===== src/include/exec_config.svh =====
/* Sizing macros for the execute stage
   Pulled in by the package and by every RTL file that needs a width or a depth */

`ifndef EXEC_CONFIG_SVH
`define EXEC_CONFIG_SVH

// Integer register and data path width
// RV32 only, the branch link offset assumes 4-byte instructions
`define XLEN 32

// Entries in the write-back FIFO
// Must be a power of two of 2 or more, since the pointers wrap naturally
// Bounds how many instructions can wait for write-back at once
`define WB_FIFO_DEPTH 4

`endif


===== src/rtl/exec_pkg.sv =====
/* Types shared across the execute stage: unit selection, command encodings
   and the structs carried on the issue, request, result and write-back paths */

`include "exec_config.svh"

package exec_pkg;

  // Which unit executes the instruction
  typedef enum logic [1:0] {
    unit_none = 2'd0,  // Write-back bookkeeping only
    unit_alu  = 2'd1,
    unit_bru  = 2'd2
  } unit_sel_e;

  // ALU operations
  typedef enum logic [3:0] {
    alu_add = 4'd0,
    alu_sub = 4'd1,
    alu_and = 4'd2,
    alu_or  = 4'd3,
    alu_xor = 4'd4,
    alu_sll = 4'd5,
    alu_srl = 4'd6,  // Logical right shift
    alu_slt = 4'd7   // Signed compare
  } alu_op_e;

  // Branch unit operations
  typedef enum logic [3:0] {
    bru_beq = 4'd0,
    bru_bne = 4'd1,
    bru_blt = 4'd2,
    bru_bge = 4'd3,
    bru_jal = 4'd4   // Unconditional
  } bru_op_e;

  // One command word, decoded by whichever unit the instruction targets
  typedef union packed {
    alu_op_e alu;
    bru_op_e bru;
  } exec_cmd_u;

  typedef struct packed {
    logic rs1;  // Take forwarded value for operand 1
    logic rs2;  // Same for operand 2
  } fwd_flags_t;

  // Decoded instruction from the register-file stage
  typedef struct packed {
    logic [`XLEN-1:0] pc;
    logic [4:0]       rd;
    unit_sel_e        unit;
    exec_cmd_u        cmd;
    fwd_flags_t       fwd;
    logic [`XLEN-1:0] op1;
    logic [`XLEN-1:0] op2;
    logic [`XLEN-1:0] imm;
  } issue_t;

  typedef struct packed {
    exec_cmd_u        cmd;
    logic [`XLEN-1:0] op1;
    logic [`XLEN-1:0] op2;
  } alu_req_t;

  typedef struct packed {
    exec_cmd_u        cmd;
    logic [`XLEN-1:0] op1;
    logic [`XLEN-1:0] op2;
    logic [`XLEN-1:0] pc;
    logic [`XLEN-1:0] imm;  // Branch offset
  } bru_req_t;

  typedef struct packed {
    logic [`XLEN-1:0] result;
  } alu_res_t;

  typedef struct packed {
    logic             taken;
    logic [`XLEN-1:0] target;  // pc + imm
    logic [`XLEN-1:0] link;    // Return address
  } bru_res_t;

  // What write-back needs to retire one instruction
  typedef struct packed {
    logic [`XLEN-1:0] pc;
    logic [4:0]       rd;
    unit_sel_e        unit;
  } wb_entry_t;

endpackage


===== src/rtl/wb_fifo.sv =====
/* Synchronous FIFO with valid/ready on both sides and a flush input
   Holds write-back bookkeeping in issue order until write-back pops it */

`timescale 1ns/1ps
`include "exec_config.svh"

module wb_fifo
  import exec_pkg::*;
#(
  parameter int depth = `WB_FIFO_DEPTH
) (
  input  logic      clk,
  input  logic      rst_n,
  input  logic      push_valid,
  input  wb_entry_t push,
  output logic      push_ready,
  output logic      pop_valid,
  output wb_entry_t pop,
  input  logic      pop_ready,
  input  logic      flush       // Drops everything, including a same-cycle push
);

  localparam int ptr_w = $clog2(depth);

  wb_entry_t        mem [depth];
  logic [ptr_w-1:0] rd_ptr;
  logic [ptr_w-1:0] wr_ptr;
  logic [ptr_w:0]   count;
  logic             push_fire;
  logic             pop_fire;

  assign push_ready = (count != (ptr_w+1)'(depth));
  assign pop_valid  = (count != '0);
  assign pop        = mem[rd_ptr];

  assign push_fire = push_valid && push_ready;
  assign pop_fire  = pop_valid && pop_ready;

  // Storage
  always_ff @(posedge clk) begin
    if (push_fire && !flush) begin
      mem[wr_ptr] <= push;
    end
  end

  always_ff @(posedge clk) begin
    if (!rst_n || flush) begin
      rd_ptr <= '0;
      wr_ptr <= '0;
      count  <= '0;
    end else begin
      if (push_fire) wr_ptr <= wr_ptr + 1'b1;  // Wraps at depth
      if (pop_fire)  rd_ptr <= rd_ptr + 1'b1;
      case ({push_fire, pop_fire})
        2'b10:   count <= count + 1'b1;
        2'b01:   count <= count - 1'b1;
        default: ;  // Both or neither
      endcase
    end
  end

  a_count_bound: assert property (@(posedge clk) disable iff (!rst_n)
    count <= (ptr_w+1)'(depth))
    else $error("FIFO count above depth");

  // Head entry held while write-back stalls
  a_pop_stable: assert property (@(posedge clk) disable iff (!rst_n)
    (pop_valid && !pop_ready && !flush) |=> (pop_valid && $stable(pop)))
    else $error("FIFO head changed while stalled");

endmodule


===== src/rtl/alu.sv =====
/* Integer ALU with one register stage
   A request pulse gives a result strobe exactly one cycle later */

`timescale 1ns/1ps
`include "exec_config.svh"

module alu
  import exec_pkg::*;
(
  input  logic     clk,
  input  logic     rst_n,
  input  logic     req_valid,
  input  alu_req_t req,
  output logic     res_valid,
  output alu_res_t res
);

  logic [4:0]       shamt;
  logic             lt;
  logic [`XLEN-1:0] result;

  always_comb begin
    shamt = req.op2[4:0];                         // RV32 shift amount
    lt    = $signed(req.op1) < $signed(req.op2);
    case (req.cmd.alu)
      alu_add: result = req.op1 + req.op2;
      alu_sub: result = req.op1 - req.op2;
      alu_and: result = req.op1 & req.op2;
      alu_or:  result = req.op1 | req.op2;
      alu_xor: result = req.op1 ^ req.op2;
      alu_sll: result = req.op1 << shamt;
      alu_srl: result = req.op1 >> shamt;
      alu_slt: result = {{(`XLEN-1){1'b0}}, lt};
      default: result = '0;                       // Unused encodings
    endcase
  end

  always_ff @(posedge clk) begin
    if (!rst_n) begin
      res_valid <= 1'b0;
    end else begin
      res_valid <= req_valid;
    end
  end

  // Result only loads on a request
  always_ff @(posedge clk) begin
    if (req_valid) begin
      res.result <= result;
    end
  end

endmodule


===== src/rtl/branch_unit.sv =====
/* Branch unit: resolves the condition, target and link address of a branch
   or jump, registered, with a result strobe one cycle after the request */

`timescale 1ns/1ps
`include "exec_config.svh"

module branch_unit
  import exec_pkg::*;
(
  input  logic     clk,
  input  logic     rst_n,
  input  logic     req_valid,
  input  bru_req_t req,
  output logic     res_valid,
  output bru_res_t res
);

  logic             eq;
  logic             lt;
  logic             taken;
  logic [`XLEN-1:0] target;
  logic [`XLEN-1:0] link;

  always_comb begin
    eq = (req.op1 == req.op2);
    lt = $signed(req.op1) < $signed(req.op2);
    case (req.cmd.bru)
      bru_beq: taken = eq;
      bru_bne: taken = !eq;
      bru_blt: taken = lt;
      bru_bge: taken = !lt;
      bru_jal: taken = 1'b1;
      default: taken = 1'b0;
    endcase
    target = req.pc + req.imm;
    link   = req.pc + `XLEN'(4);  // Next sequential pc
  end

  always_ff @(posedge clk) begin
    if (!rst_n) begin
      res_valid <= 1'b0;
    end else begin
      res_valid <= req_valid;
    end
  end

  always_ff @(posedge clk) begin
    if (req_valid) begin
      res.taken  <= taken;
      res.target <= target;
      res.link   <= link;
    end
  end

  // Back-to-back outcomes need back-to-back requests
  a_no_stretch: assert property (@(posedge clk) disable iff (!rst_n)
    (res_valid && $past(res_valid)) |-> $past(req_valid))
    else $error("Branch outcome strobe held without a new request");

endmodule


===== src/rtl/dispatcher.sv =====
/* Execute dispatcher that applies operand forwarding, starts the ALU or branch unit
   on each accepted issue and queues the retire bookkeeping toward write-back */

`timescale 1ns/1ps
`include "exec_config.svh"

module dispatcher
  import exec_pkg::*;
(
  input  logic             clk,
  input  logic             rst_n,
  input  logic             issue_valid,
  input  issue_t           issue,
  input  logic [`XLEN-1:0] fwd_data,   // Level from write-back
  input  logic             invalidate,
  input  logic             wb_ready,
  output logic             issue_ready,
  output logic             alu_req_valid,
  output alu_req_t         alu_req,
  output logic             bru_req_valid,
  output bru_req_t         bru_req,
  output logic             wb_valid,
  output wb_entry_t        wb
);

  logic [`XLEN-1:0] op1;
  logic [`XLEN-1:0] op2;
  logic             accept;
  wb_entry_t        wb_push;

  // Operand selection
  always_comb begin
    op1 = issue.fwd.rs1 ? fwd_data : issue.op1;
    op2 = issue.fwd.rs2 ? fwd_data : issue.op2;
  end

  // Ready follows the write-back FIFO only
  assign accept = issue_valid && issue_ready;

  always_comb begin
    alu_req.cmd = issue.cmd;
    alu_req.op1 = op1;
    alu_req.op2 = op2;

    bru_req.cmd = issue.cmd;
    bru_req.op1 = op1;
    bru_req.op2 = op2;
    bru_req.pc  = issue.pc;
    bru_req.imm = issue.imm;

    // One-cycle start pulse to the selected unit
    alu_req_valid = accept && (issue.unit == unit_alu);
    bru_req_valid = accept && (issue.unit == unit_bru);

    wb_push.pc   = issue.pc;
    wb_push.rd   = issue.rd;
    wb_push.unit = issue.unit;
  end

  wb_fifo #(
    .depth(`WB_FIFO_DEPTH)
  ) u_wb_fifo (
    .clk        (clk),
    .rst_n      (rst_n),
    .push_valid (issue_valid),
    .push       (wb_push),
    .push_ready (issue_ready),
    .pop_valid  (wb_valid),
    .pop        (wb),
    .pop_ready  (wb_ready),
    .flush      (invalidate)
  );

  // At most one unit started per instruction
  a_one_unit: assert property (@(posedge clk) disable iff (!rst_n)
    !(alu_req_valid && bru_req_valid))
    else $error("ALU and branch unit started in the same cycle");

endmodule


===== src/rtl/exec_stage.sv =====
/* Top of the execute stage: dispatcher with its write-back FIFO, ALU and branch unit
   Fed by the register-file stage, drains into write-back */

`timescale 1ns/1ps
`include "exec_config.svh"

module exec_stage
  import exec_pkg::*;
(
  input  logic             clk,
  input  logic             rst_n,
  input  logic             issue_valid,
  input  issue_t           issue,
  input  logic [`XLEN-1:0] fwd_data,
  output logic             issue_ready,
  input  logic             invalidate,
  input  logic             wb_ready,
  output logic             alu_valid,
  output alu_res_t         alu_res,
  output logic             bru_valid,
  output bru_res_t         bru_res,
  output logic             wb_valid,
  output wb_entry_t        wb
);

  logic     alu_req_valid;
  alu_req_t alu_req;
  logic     bru_req_valid;
  bru_req_t bru_req;

  dispatcher u_dispatcher (
    .clk           (clk),
    .rst_n         (rst_n),
    .issue_valid   (issue_valid),
    .issue         (issue),
    .fwd_data      (fwd_data),
    .invalidate    (invalidate),
    .wb_ready      (wb_ready),
    .issue_ready   (issue_ready),
    .alu_req_valid (alu_req_valid),
    .alu_req       (alu_req),
    .bru_req_valid (bru_req_valid),
    .bru_req       (bru_req),
    .wb_valid      (wb_valid),
    .wb            (wb)
  );

  alu u_alu (
    .clk       (clk),
    .rst_n     (rst_n),
    .req_valid (alu_req_valid),
    .req       (alu_req),
    .res_valid (alu_valid),
    .res       (alu_res)
  );

  branch_unit u_branch_unit (
    .clk       (clk),
    .rst_n     (rst_n),
    .req_valid (bru_req_valid),
    .req       (bru_req),
    .res_valid (bru_valid),
    .res       (bru_res)
  );

endmodule


===== config.mk =====
export PLATFORM = sky130hd
export DESIGN_NAME = exec_stage
export DESIGN_NICKNAME = d
export VERILOG_FILES = /design/src/rtl/exec_pkg.sv /design/src/rtl/wb_fifo.sv /design/src/rtl/alu.sv /design/src/rtl/branch_unit.sv /design/src/rtl/dispatcher.sv /design/src/rtl/exec_stage.sv
export VERILOG_INCLUDE_DIRS = /design/src /design/src/include
export SDC_FILE = /design/constraint.sdc
export NUM_CORES = 1
export LEC_CHECK = 0
export ABC_CLOCK_PERIOD_IN_PS = 14040
export BUFFER_PORTS_ARGS = -buffer_cell sky130_fd_sc_hd__buf_2
export CAP_MARGIN = 20
export CORE_MARGIN = 5
export CORE_UTILIZATION = 25
export CTS_CLUSTER_SIZE = 12
export DETAILED_ROUTE_END_ITERATION = 8
export PLACE_DENSITY = 0.42
export SLEW_MARGIN = 20
export SYNTH_ARGS = -nofsm -noshare
export SYNTH_HDL_FRONTEND = slang
export SYNTH_SLANG_ARGS = --single-unit

===== constraint.sdc =====
create_clock -name clk -period 14.04 [get_ports clk]
set_clock_uncertainty 0.15 [all_clocks]
set_input_delay 1.404 -clock clk [delete_from_list [all_inputs] [get_ports clk]]
set_output_delay 1.404 -clock clk [all_outputs]
set_load 0.01 [all_outputs]

* Yosys cells after proc, flatten, opt, wreduce, memory -nomap -nowiden
Memories as Yosys holds them, arrays and structs flattened. A register that Yosys moved wholly into a read port is not among the register bits.
Index checks and enable logic that the tools add are counted.
** Storage, ports and cells
- Register bits after elaboration :: 106
- Bits in writable memories :: 156
- Input bits :: 178
- Word-level logic and storage cells :: 59
- Memories kept :: 1
** Memory list
- u_dispatcher.u_wb_fifo.mem :: words 4, width 39, rd ports 1, clocked after memory_dff 1, write ports 1, line wb_fifo.sv:25 : wb_entry_t mem [depth];
** Cells by class
- Add/subtract/negate cells :: 8
- $lt $le $gt $ge :: 1
- Equal/unequal tests :: 13
- Shifts and indexed selects :: 2
- Multiplexer cells :: 9
- Bitwise operators :: 3
- Reductions and logical operators :: 13
** Operator list (count)
- case mux 32 bit (8 select lines) :: 1
- adder 32 bit :: 2
- 2-to-1 mux 32 bit :: 2
- adder 32 x 3 -> 32 bit (second input constant) :: 1
- AND 32 bit :: 1
- == test 32 bit :: 1
- < comparator 32 bit :: 1
- OR 32 bit :: 1
- << shifter 32 x 5 -> 32 bit :: 1
- right shift 32 x 5 -> 32 bit :: 1
- subtractor 32 bit :: 1
- bitwise XOR 32 bit :: 1
- == test 4 x 3 -> 1 bit (second input constant) :: 4
- == test 4 x 2 -> 1 bit (second input constant) :: 2
- case mux 3 bit (2 select lines) :: 1
- logical AND 1 bit :: 5
- case mux 1 bit (5 select lines) :: 1
- adder 2 x 1 -> 2 bit (second input constant) :: 2
- == test 2 x 1 -> 1 bit (second input constant) :: 2
- == test 2 bit (second input constant) :: 2
- == test 4 x 1 -> 1 bit (second input constant) :: 1
- logical NOT 1 bit :: 4
- logical NOT 4 bit :: 1
- 2-to-1 mux 2 bit :: 2
- 7 further kinds :: 8

* Logic depth before layout (Yosys ltp)
- Depth in word-level cells :: 5
- Mapped depth :: 19

* Hierarchy
From an unflattened synthesis, not the netlist that was laid out.
** Second synthesis, totals
- Cells, all modules :: 2160
- Area total of the unflattened synthesis :: 21951.1 sq um
** Modules (own cells, without submodules)
- alu :: instances 1, cells an instance 1195, area an instance 8715.9 sq um
- wb_fifo :: instances 1, cells an instance 256, area an instance 6090.8 sq um
- branch_unit :: instances 1, cells an instance 499, area an instance 5014.8 sq um
- dispatcher :: instances 1, cells an instance 210, area an instance 2129.5 sq um

* Least setup slack after synthesis
OpenSTA, ideal clock, no wires.
- Kind :: input-to-reg
- From :: in issue_valid
- To :: reg u_branch_unit.res[0] (netlist bit), enable pin
- Arrival time :: 6.356 ns
- Data required time :: 13.306 ns
- Path slack :: 6.950 ns
- Stages on the path :: 2
- Path through :: nand2_1 -> nor3b_1
** Between the ends
- Word-level cells in the longest chain between the ends :: 2
** RTL lines
- start, declared :: line exec_stage.sv:12 : input logic issue_valid,
- logical AND 1 bit :: line dispatcher.sv:38 : assign accept = issue_valid && issue_ready;
- logical AND 1 bit :: line dispatcher.sv:53 : bru_req_valid = accept && (issue.unit == unit_bru);
- net bru_req_valid :: line exec_stage.sv:28 : logic bru_req_valid;
- end, declared :: line branch_unit.sv:15 : output bru_res_t res
The timed path passes the listed nets, and every way through them passes these cells.
A chain may end at the register's enable or synchronous reset.

* Final worst setup path
- From :: in issue[96] (netlist bit)
- To :: reg u_alu.res[22] (netlist bit), data pin
** Between the ends
- Word-level cells in the longest chain between the ends :: 3
- Elaborated cells on any way between the ends :: 9
** RTL lines
- start, declared :: line exec_stage.sv:13 : input issue_t issue,
- 2-to-1 mux 32 bit * :: line dispatcher.sv:34 : op2 = issue.fwd.rs2 ? fwd_data : issue.op2;
- subtractor 32 bit (tied with other cells) :: line alu.sv:27 : alu_sub: result = req.op1 - req.op2;
- case mux 32 bit (8 select lines) * :: line alu.sv:25 : case (req.cmd.alu)
- net u_alu.result[22] :: line alu.sv:20 : logic [`XLEN-1:0] result;
- end, declared :: line alu.sv:15 : output alu_res_t res
The timed path passes the listed nets; every way through them passes the cells marked *.

==> results.py <==
metrics = {
    "yosys": {
        "yosysUniqueCellTypes": 80,
        "ys_ff_latch": 264,
        "synth-edff-count": 253,
        "seq_area_frac_synth_pct": 39.8,
        "async_flop_share_pct": 0,
        "syn_inst": 2022,
        "avgSynthCellArea_um2": 9.71,
        "synth-main-ff-cell": "edfxtp_1",
        "yosysWarnings": 0,
        "synth_fp_nets": 2354,
        "synth_area_um2": 19600,
    },
    "die": {
        "die_h_um": 290,
        "rows": 102,
        "die_w_um": 290,
        "coreArea_um2": 77700,
        "io-pin-count": 318,
        "start_util_pct": 25.3,
        "dieArea_um2": 84200,
    },
    "detailed_routing": {
        "ant_nets": 0,
        "detailedRoute.firstIterationViolations": 1410,
        "wl_per_cell_um": 26.0,
        "vias_per_cell": 5.25,
        "drc": 0,
        "via_count": 17600,
        "totalWireLength_um": 87100,
        "first_pass_iters": 5,
    },
    "pwr": {
        "pwr-share-clk_pct": 33.6,
        "intPower_uw": 1610,
        "p_leak_uw": 0.00924,
        "p_sw_share_pct": 34.0,
        "comb_power_share_pct": 29.6,
        "seqPwrFrac_pct": 36.8,
        "ir_drop_v": 0.0000645,
        "switchingPower_uw": 829,
        "power_density_nw_per_um2": 104,
        "finalPower_uw": 2440,
    },
    "min_path": {
        "hold_class": "reg2reg",
        "hold_path.startpoint": "u_dispatcher.u_wb_fifo.wr_ptr[1]",
        "hold-path-endpoint": "u_dispatcher.u_wb_fifo.wr_ptr[1]",
        "hold_depth": 2,
    },
    "timing": {
        "fmax_ghz": 0.145,
        "finalCritPeriodShare_pct": 49.0,
        "drv_slew": 0,
        "finalHoldViolCount": 0,
        "slew-limit-headroom_pct": 27.3,
        "tns_ps": 0,
        "hold_ws_ps": 347,
        "timing.final.crit_period_ps": 6880,
        "worstMarginPinSlew_ps": 1080,
        "setup_violations": 0,
        "rsz0062_at_grt": "no",
    },
    "worst_setup_path": {
        "critical_path.slowest_cell": "nor2_1",
        "worstPathArrival_ps": 7050,
        "critPathLaunch": "issue[96]",
        "crit_family": "compound AO/OA/AOI/OAI gates",
        "worst-r2r-setup-slack_ps": 11450,
        "end_kind": "register",
        "rr_startpoint": "u_dispatcher.u_wb_fifo.count[0]",
        "r2r_cells": 5,
        "start_kind": "primary input",
        "cp_common_cell": "buf_4",
        "path_max_fanout": 64,
        "critPathBufInv": 5,
        "critical_path.max_stage_delay_ps": 710,
        "required_ps": 14220,
        "worstPathCellList": "buf_2 -> buf_4 -> mux2_2 -> buf_4 -> inv_1 -> buf_4 -> ha_1 -> o21ba_2 -> nor2b_1 -> o31ai_1 -> a31oi_1 -> nor2_1 -> o21ai_0 -> a211oi_1 -> o21bai_1 -> o2111a_1 -> a211o_1",
        "critPathKind": "in2reg",
        "regToRegEndpoint": "u_branch_unit.res[2]",
    },
    "clock_network": {
        "clock_path_buffers": 3,
        "ctsRootBufferMaster": "clkbuf_16",
        "htree_levels": 1,
        "clkLatencyLatePin_ps": 580,
        "cts_hold_buffers": 0,
        "cts_tree": "done",
        "cts_buffers": 31,
        "post-cts-setup-buffers": 0,
        "ctsResizeCount": 0,
        "path_clk_slew_ps": 60,
        "cts_sinks": 264,
    },
    "job": {
        "cap_violations": 0,
    },
    "cells_and_area": {
        "drive_above_1_share_pct": 21.0,
        "areaGrowthSynthToFinish_pct": 19.4,
        "final_net_count": 2618,
    },
    "grt": {
        "use_met3_pct": 4.11,
        "grt_antenna_before_repair": 11,
        "top_usage_layer": "met2",
        "grt_max_degree": 70,
        "overflow": 0,
        "grt_pass1_wl_um": 125000,
        "met2_usage_pct": 31.5,
        "grt_use_total_pct": 19.4,
        "grt_pass1_vias": 17600,
        "gr-usage-met1_pct": 26.2,
    },
    "placed_design": {
        "dp_hpwl_um": 66700,
        "routabilityCongestion": 0.934,
        "portBuffers": 317,
    },
    "run_status": {
        "status": "finished clean",
    },
}
## metrics by stage
stage	cell area (um^2)	worst slack, ps	std cells	util, %
finish	23400	7160	3353	30.2
floorplan	19600	6950	2022	-
CTS	23400	7330	3349	30.1
detailed placement	22400	6720	3293	28.8
global route	23400	7000	3350	30.2
global placement	22400	6810	3293	28.8
## worst min-delay path: cells and delay by family (launching register included)
| family | cells | cell delay [ps] |
|---|---|---|
| AOI/OAI and AO/OA | 1 | 50 |
| and+or+nand+nor | 1 | 60 |
| DFF | 1 | 330 |
## layer usage
layer | vias to the layer above | share of wire [%]
li1 | 8076 | -
met4 | 8 | 3.5
met5 | - | 0.048
met2 | 742 | 45
met1 | 8633 | 43
met3 | 136 | 8.1
## cell families (layout without fill, tap and decap cells)
group / Yosys count / after routing / share of synthesized area (%)
AO/OA/AOI/OAI: 609 / 609 / 19.7
XOR/XNOR: 85 / 85 / 3.79
adder cells (fa/ha/maj): 154 / 154 / 9.97
buffers and inverters: 230 / 517 / 4.46
flip-flops: 264 / 264 / 39.8
multiplexers: 144 / 144 / 9.94
other: 0 / 4 / 0
AND/OR/NAND/NOR: 536 / 536 / 12.4
## synth_stat cells, types with 6 or more instances
master / n / share of area (%)
or3_1: 15 / 0.48
nand2b_1: 17 / 0.54
mux4_2: 39 / 4.5
o31ai_1: 14 / 0.54
a21oi_1: 194 / 4.9
edfxtp_1: 253 / 39
o221ai_1: 17 / 0.76
o21bai_1: 14 / 0.54
nor4_1: 9 / 0.29
a211oi_1: 24 / 0.92
ha_1: 150 / 9.6
nor2b_1: 14 / 0.45
xor2_1: 18 / 0.80
buf_1: 21 / 0.40
nand4_1: 16 / 0.51
o211ai_1: 33 / 1.3
a22oi_1: 26 / 0.99
nand2_1: 157 / 3.0
mux2_2: 14 / 0.80
and3_1: 11 / 0.35
inv_1: 106 / 2.0
o21a_1: 9 / 0.34
a221oi_1: 8 / 0.36
dfxtp_1: 11 / 1.1
a31oi_1: 25 / 0.80
xnor2_1: 67 / 3.0
or4_1: 6 / 0.23
o21ai_0: 149 / 3.8
clkbuf_1: 96 / 1.8
nor3_1: 41 / 1.0
o22ai_1: 11 / 0.35
nand3_1: 38 / 0.97
mux2i_1: 90 / 4.6
a21o_1: 28 / 1.1
and2_1: 10 / 0.32
nor2_1: 188 / 3.6
## placed cells by master (no fill, tap or decap), drive strengths merged, types with 6 or more instances in the layout
cell and instances:
clkinv 14, nor2 188, o41ai 6, nor2b 14, or3 15, a221oi 9, o31ai 14, or4 7
o21a 9, nand2 157, a21o 28, a22oi 26, clkbuf 36, xnor2 67, nor4 10, dfxtp 11
edfxtp 253, nand2b 17, o21ai 149, mux2i 90, xor2 18, nor3 41, and2 10, nand4 16
nand3 38, inv 109, a31oi 25, mux2 15, o22ai 11, o21bai 14, o211ai 34, ha 150
a21oi 194, buf 353, o221ai 17, and3 11, mux4 39, a211oi 24
## power by group through the flow
stage          registers, uW  logic [uW]  clock network, uW
2_1_floorplan            918         433                  0
3_3_place_gp             914         711                  0
3_5_place_dp             915         708                  0
4_1_cts                  898         711                845
5_1_grt                  899         775                876
6_report                 898         721                819
## flip-flops by register name, indices dropped and copies added, names as in the netlist, named ones only
register and count:
u_alu.res 32, u_dispatcher.u_wb_fifo.count 3, u_dispatcher.u_wb_fifo.mem 156, u_branch_unit.res_valid 1
u_branch_unit.res 65, u_dispatcher.u_wb_fifo.rd_ptr 2, u_dispatcher.u_wb_fifo.wr_ptr 2, u_alu.res_valid 1
## cell type report
class                           instances  area (um^2)
Fill cell                            8219        54300
Timing Repair Buffer                  353         1860
Clock buffer                           36          795
Sequential cell                       264         7820
Antenna cell                            4         10.0
Tap cell                             1040         1300
Multi-Input combinational cell       1528        11000
Inverter                              108          405
Clock inverter                         20          220
## how the worst max path moves through the flow
| stage | cells after the start | endpoint |
|---|---|---|
| finish | 17 | u_alu.res[22] |
| global route | 17 | u_alu.res[22] |
| CTS | 17 | u_alu.res[22] |
| global placement | 17 | u_alu.res[22] |
| floorplan | 2 | u_branch_unit.res[0] |
| detailed placement | 17 | u_alu.res[22] |
Power figures use the tool's default switching activity.
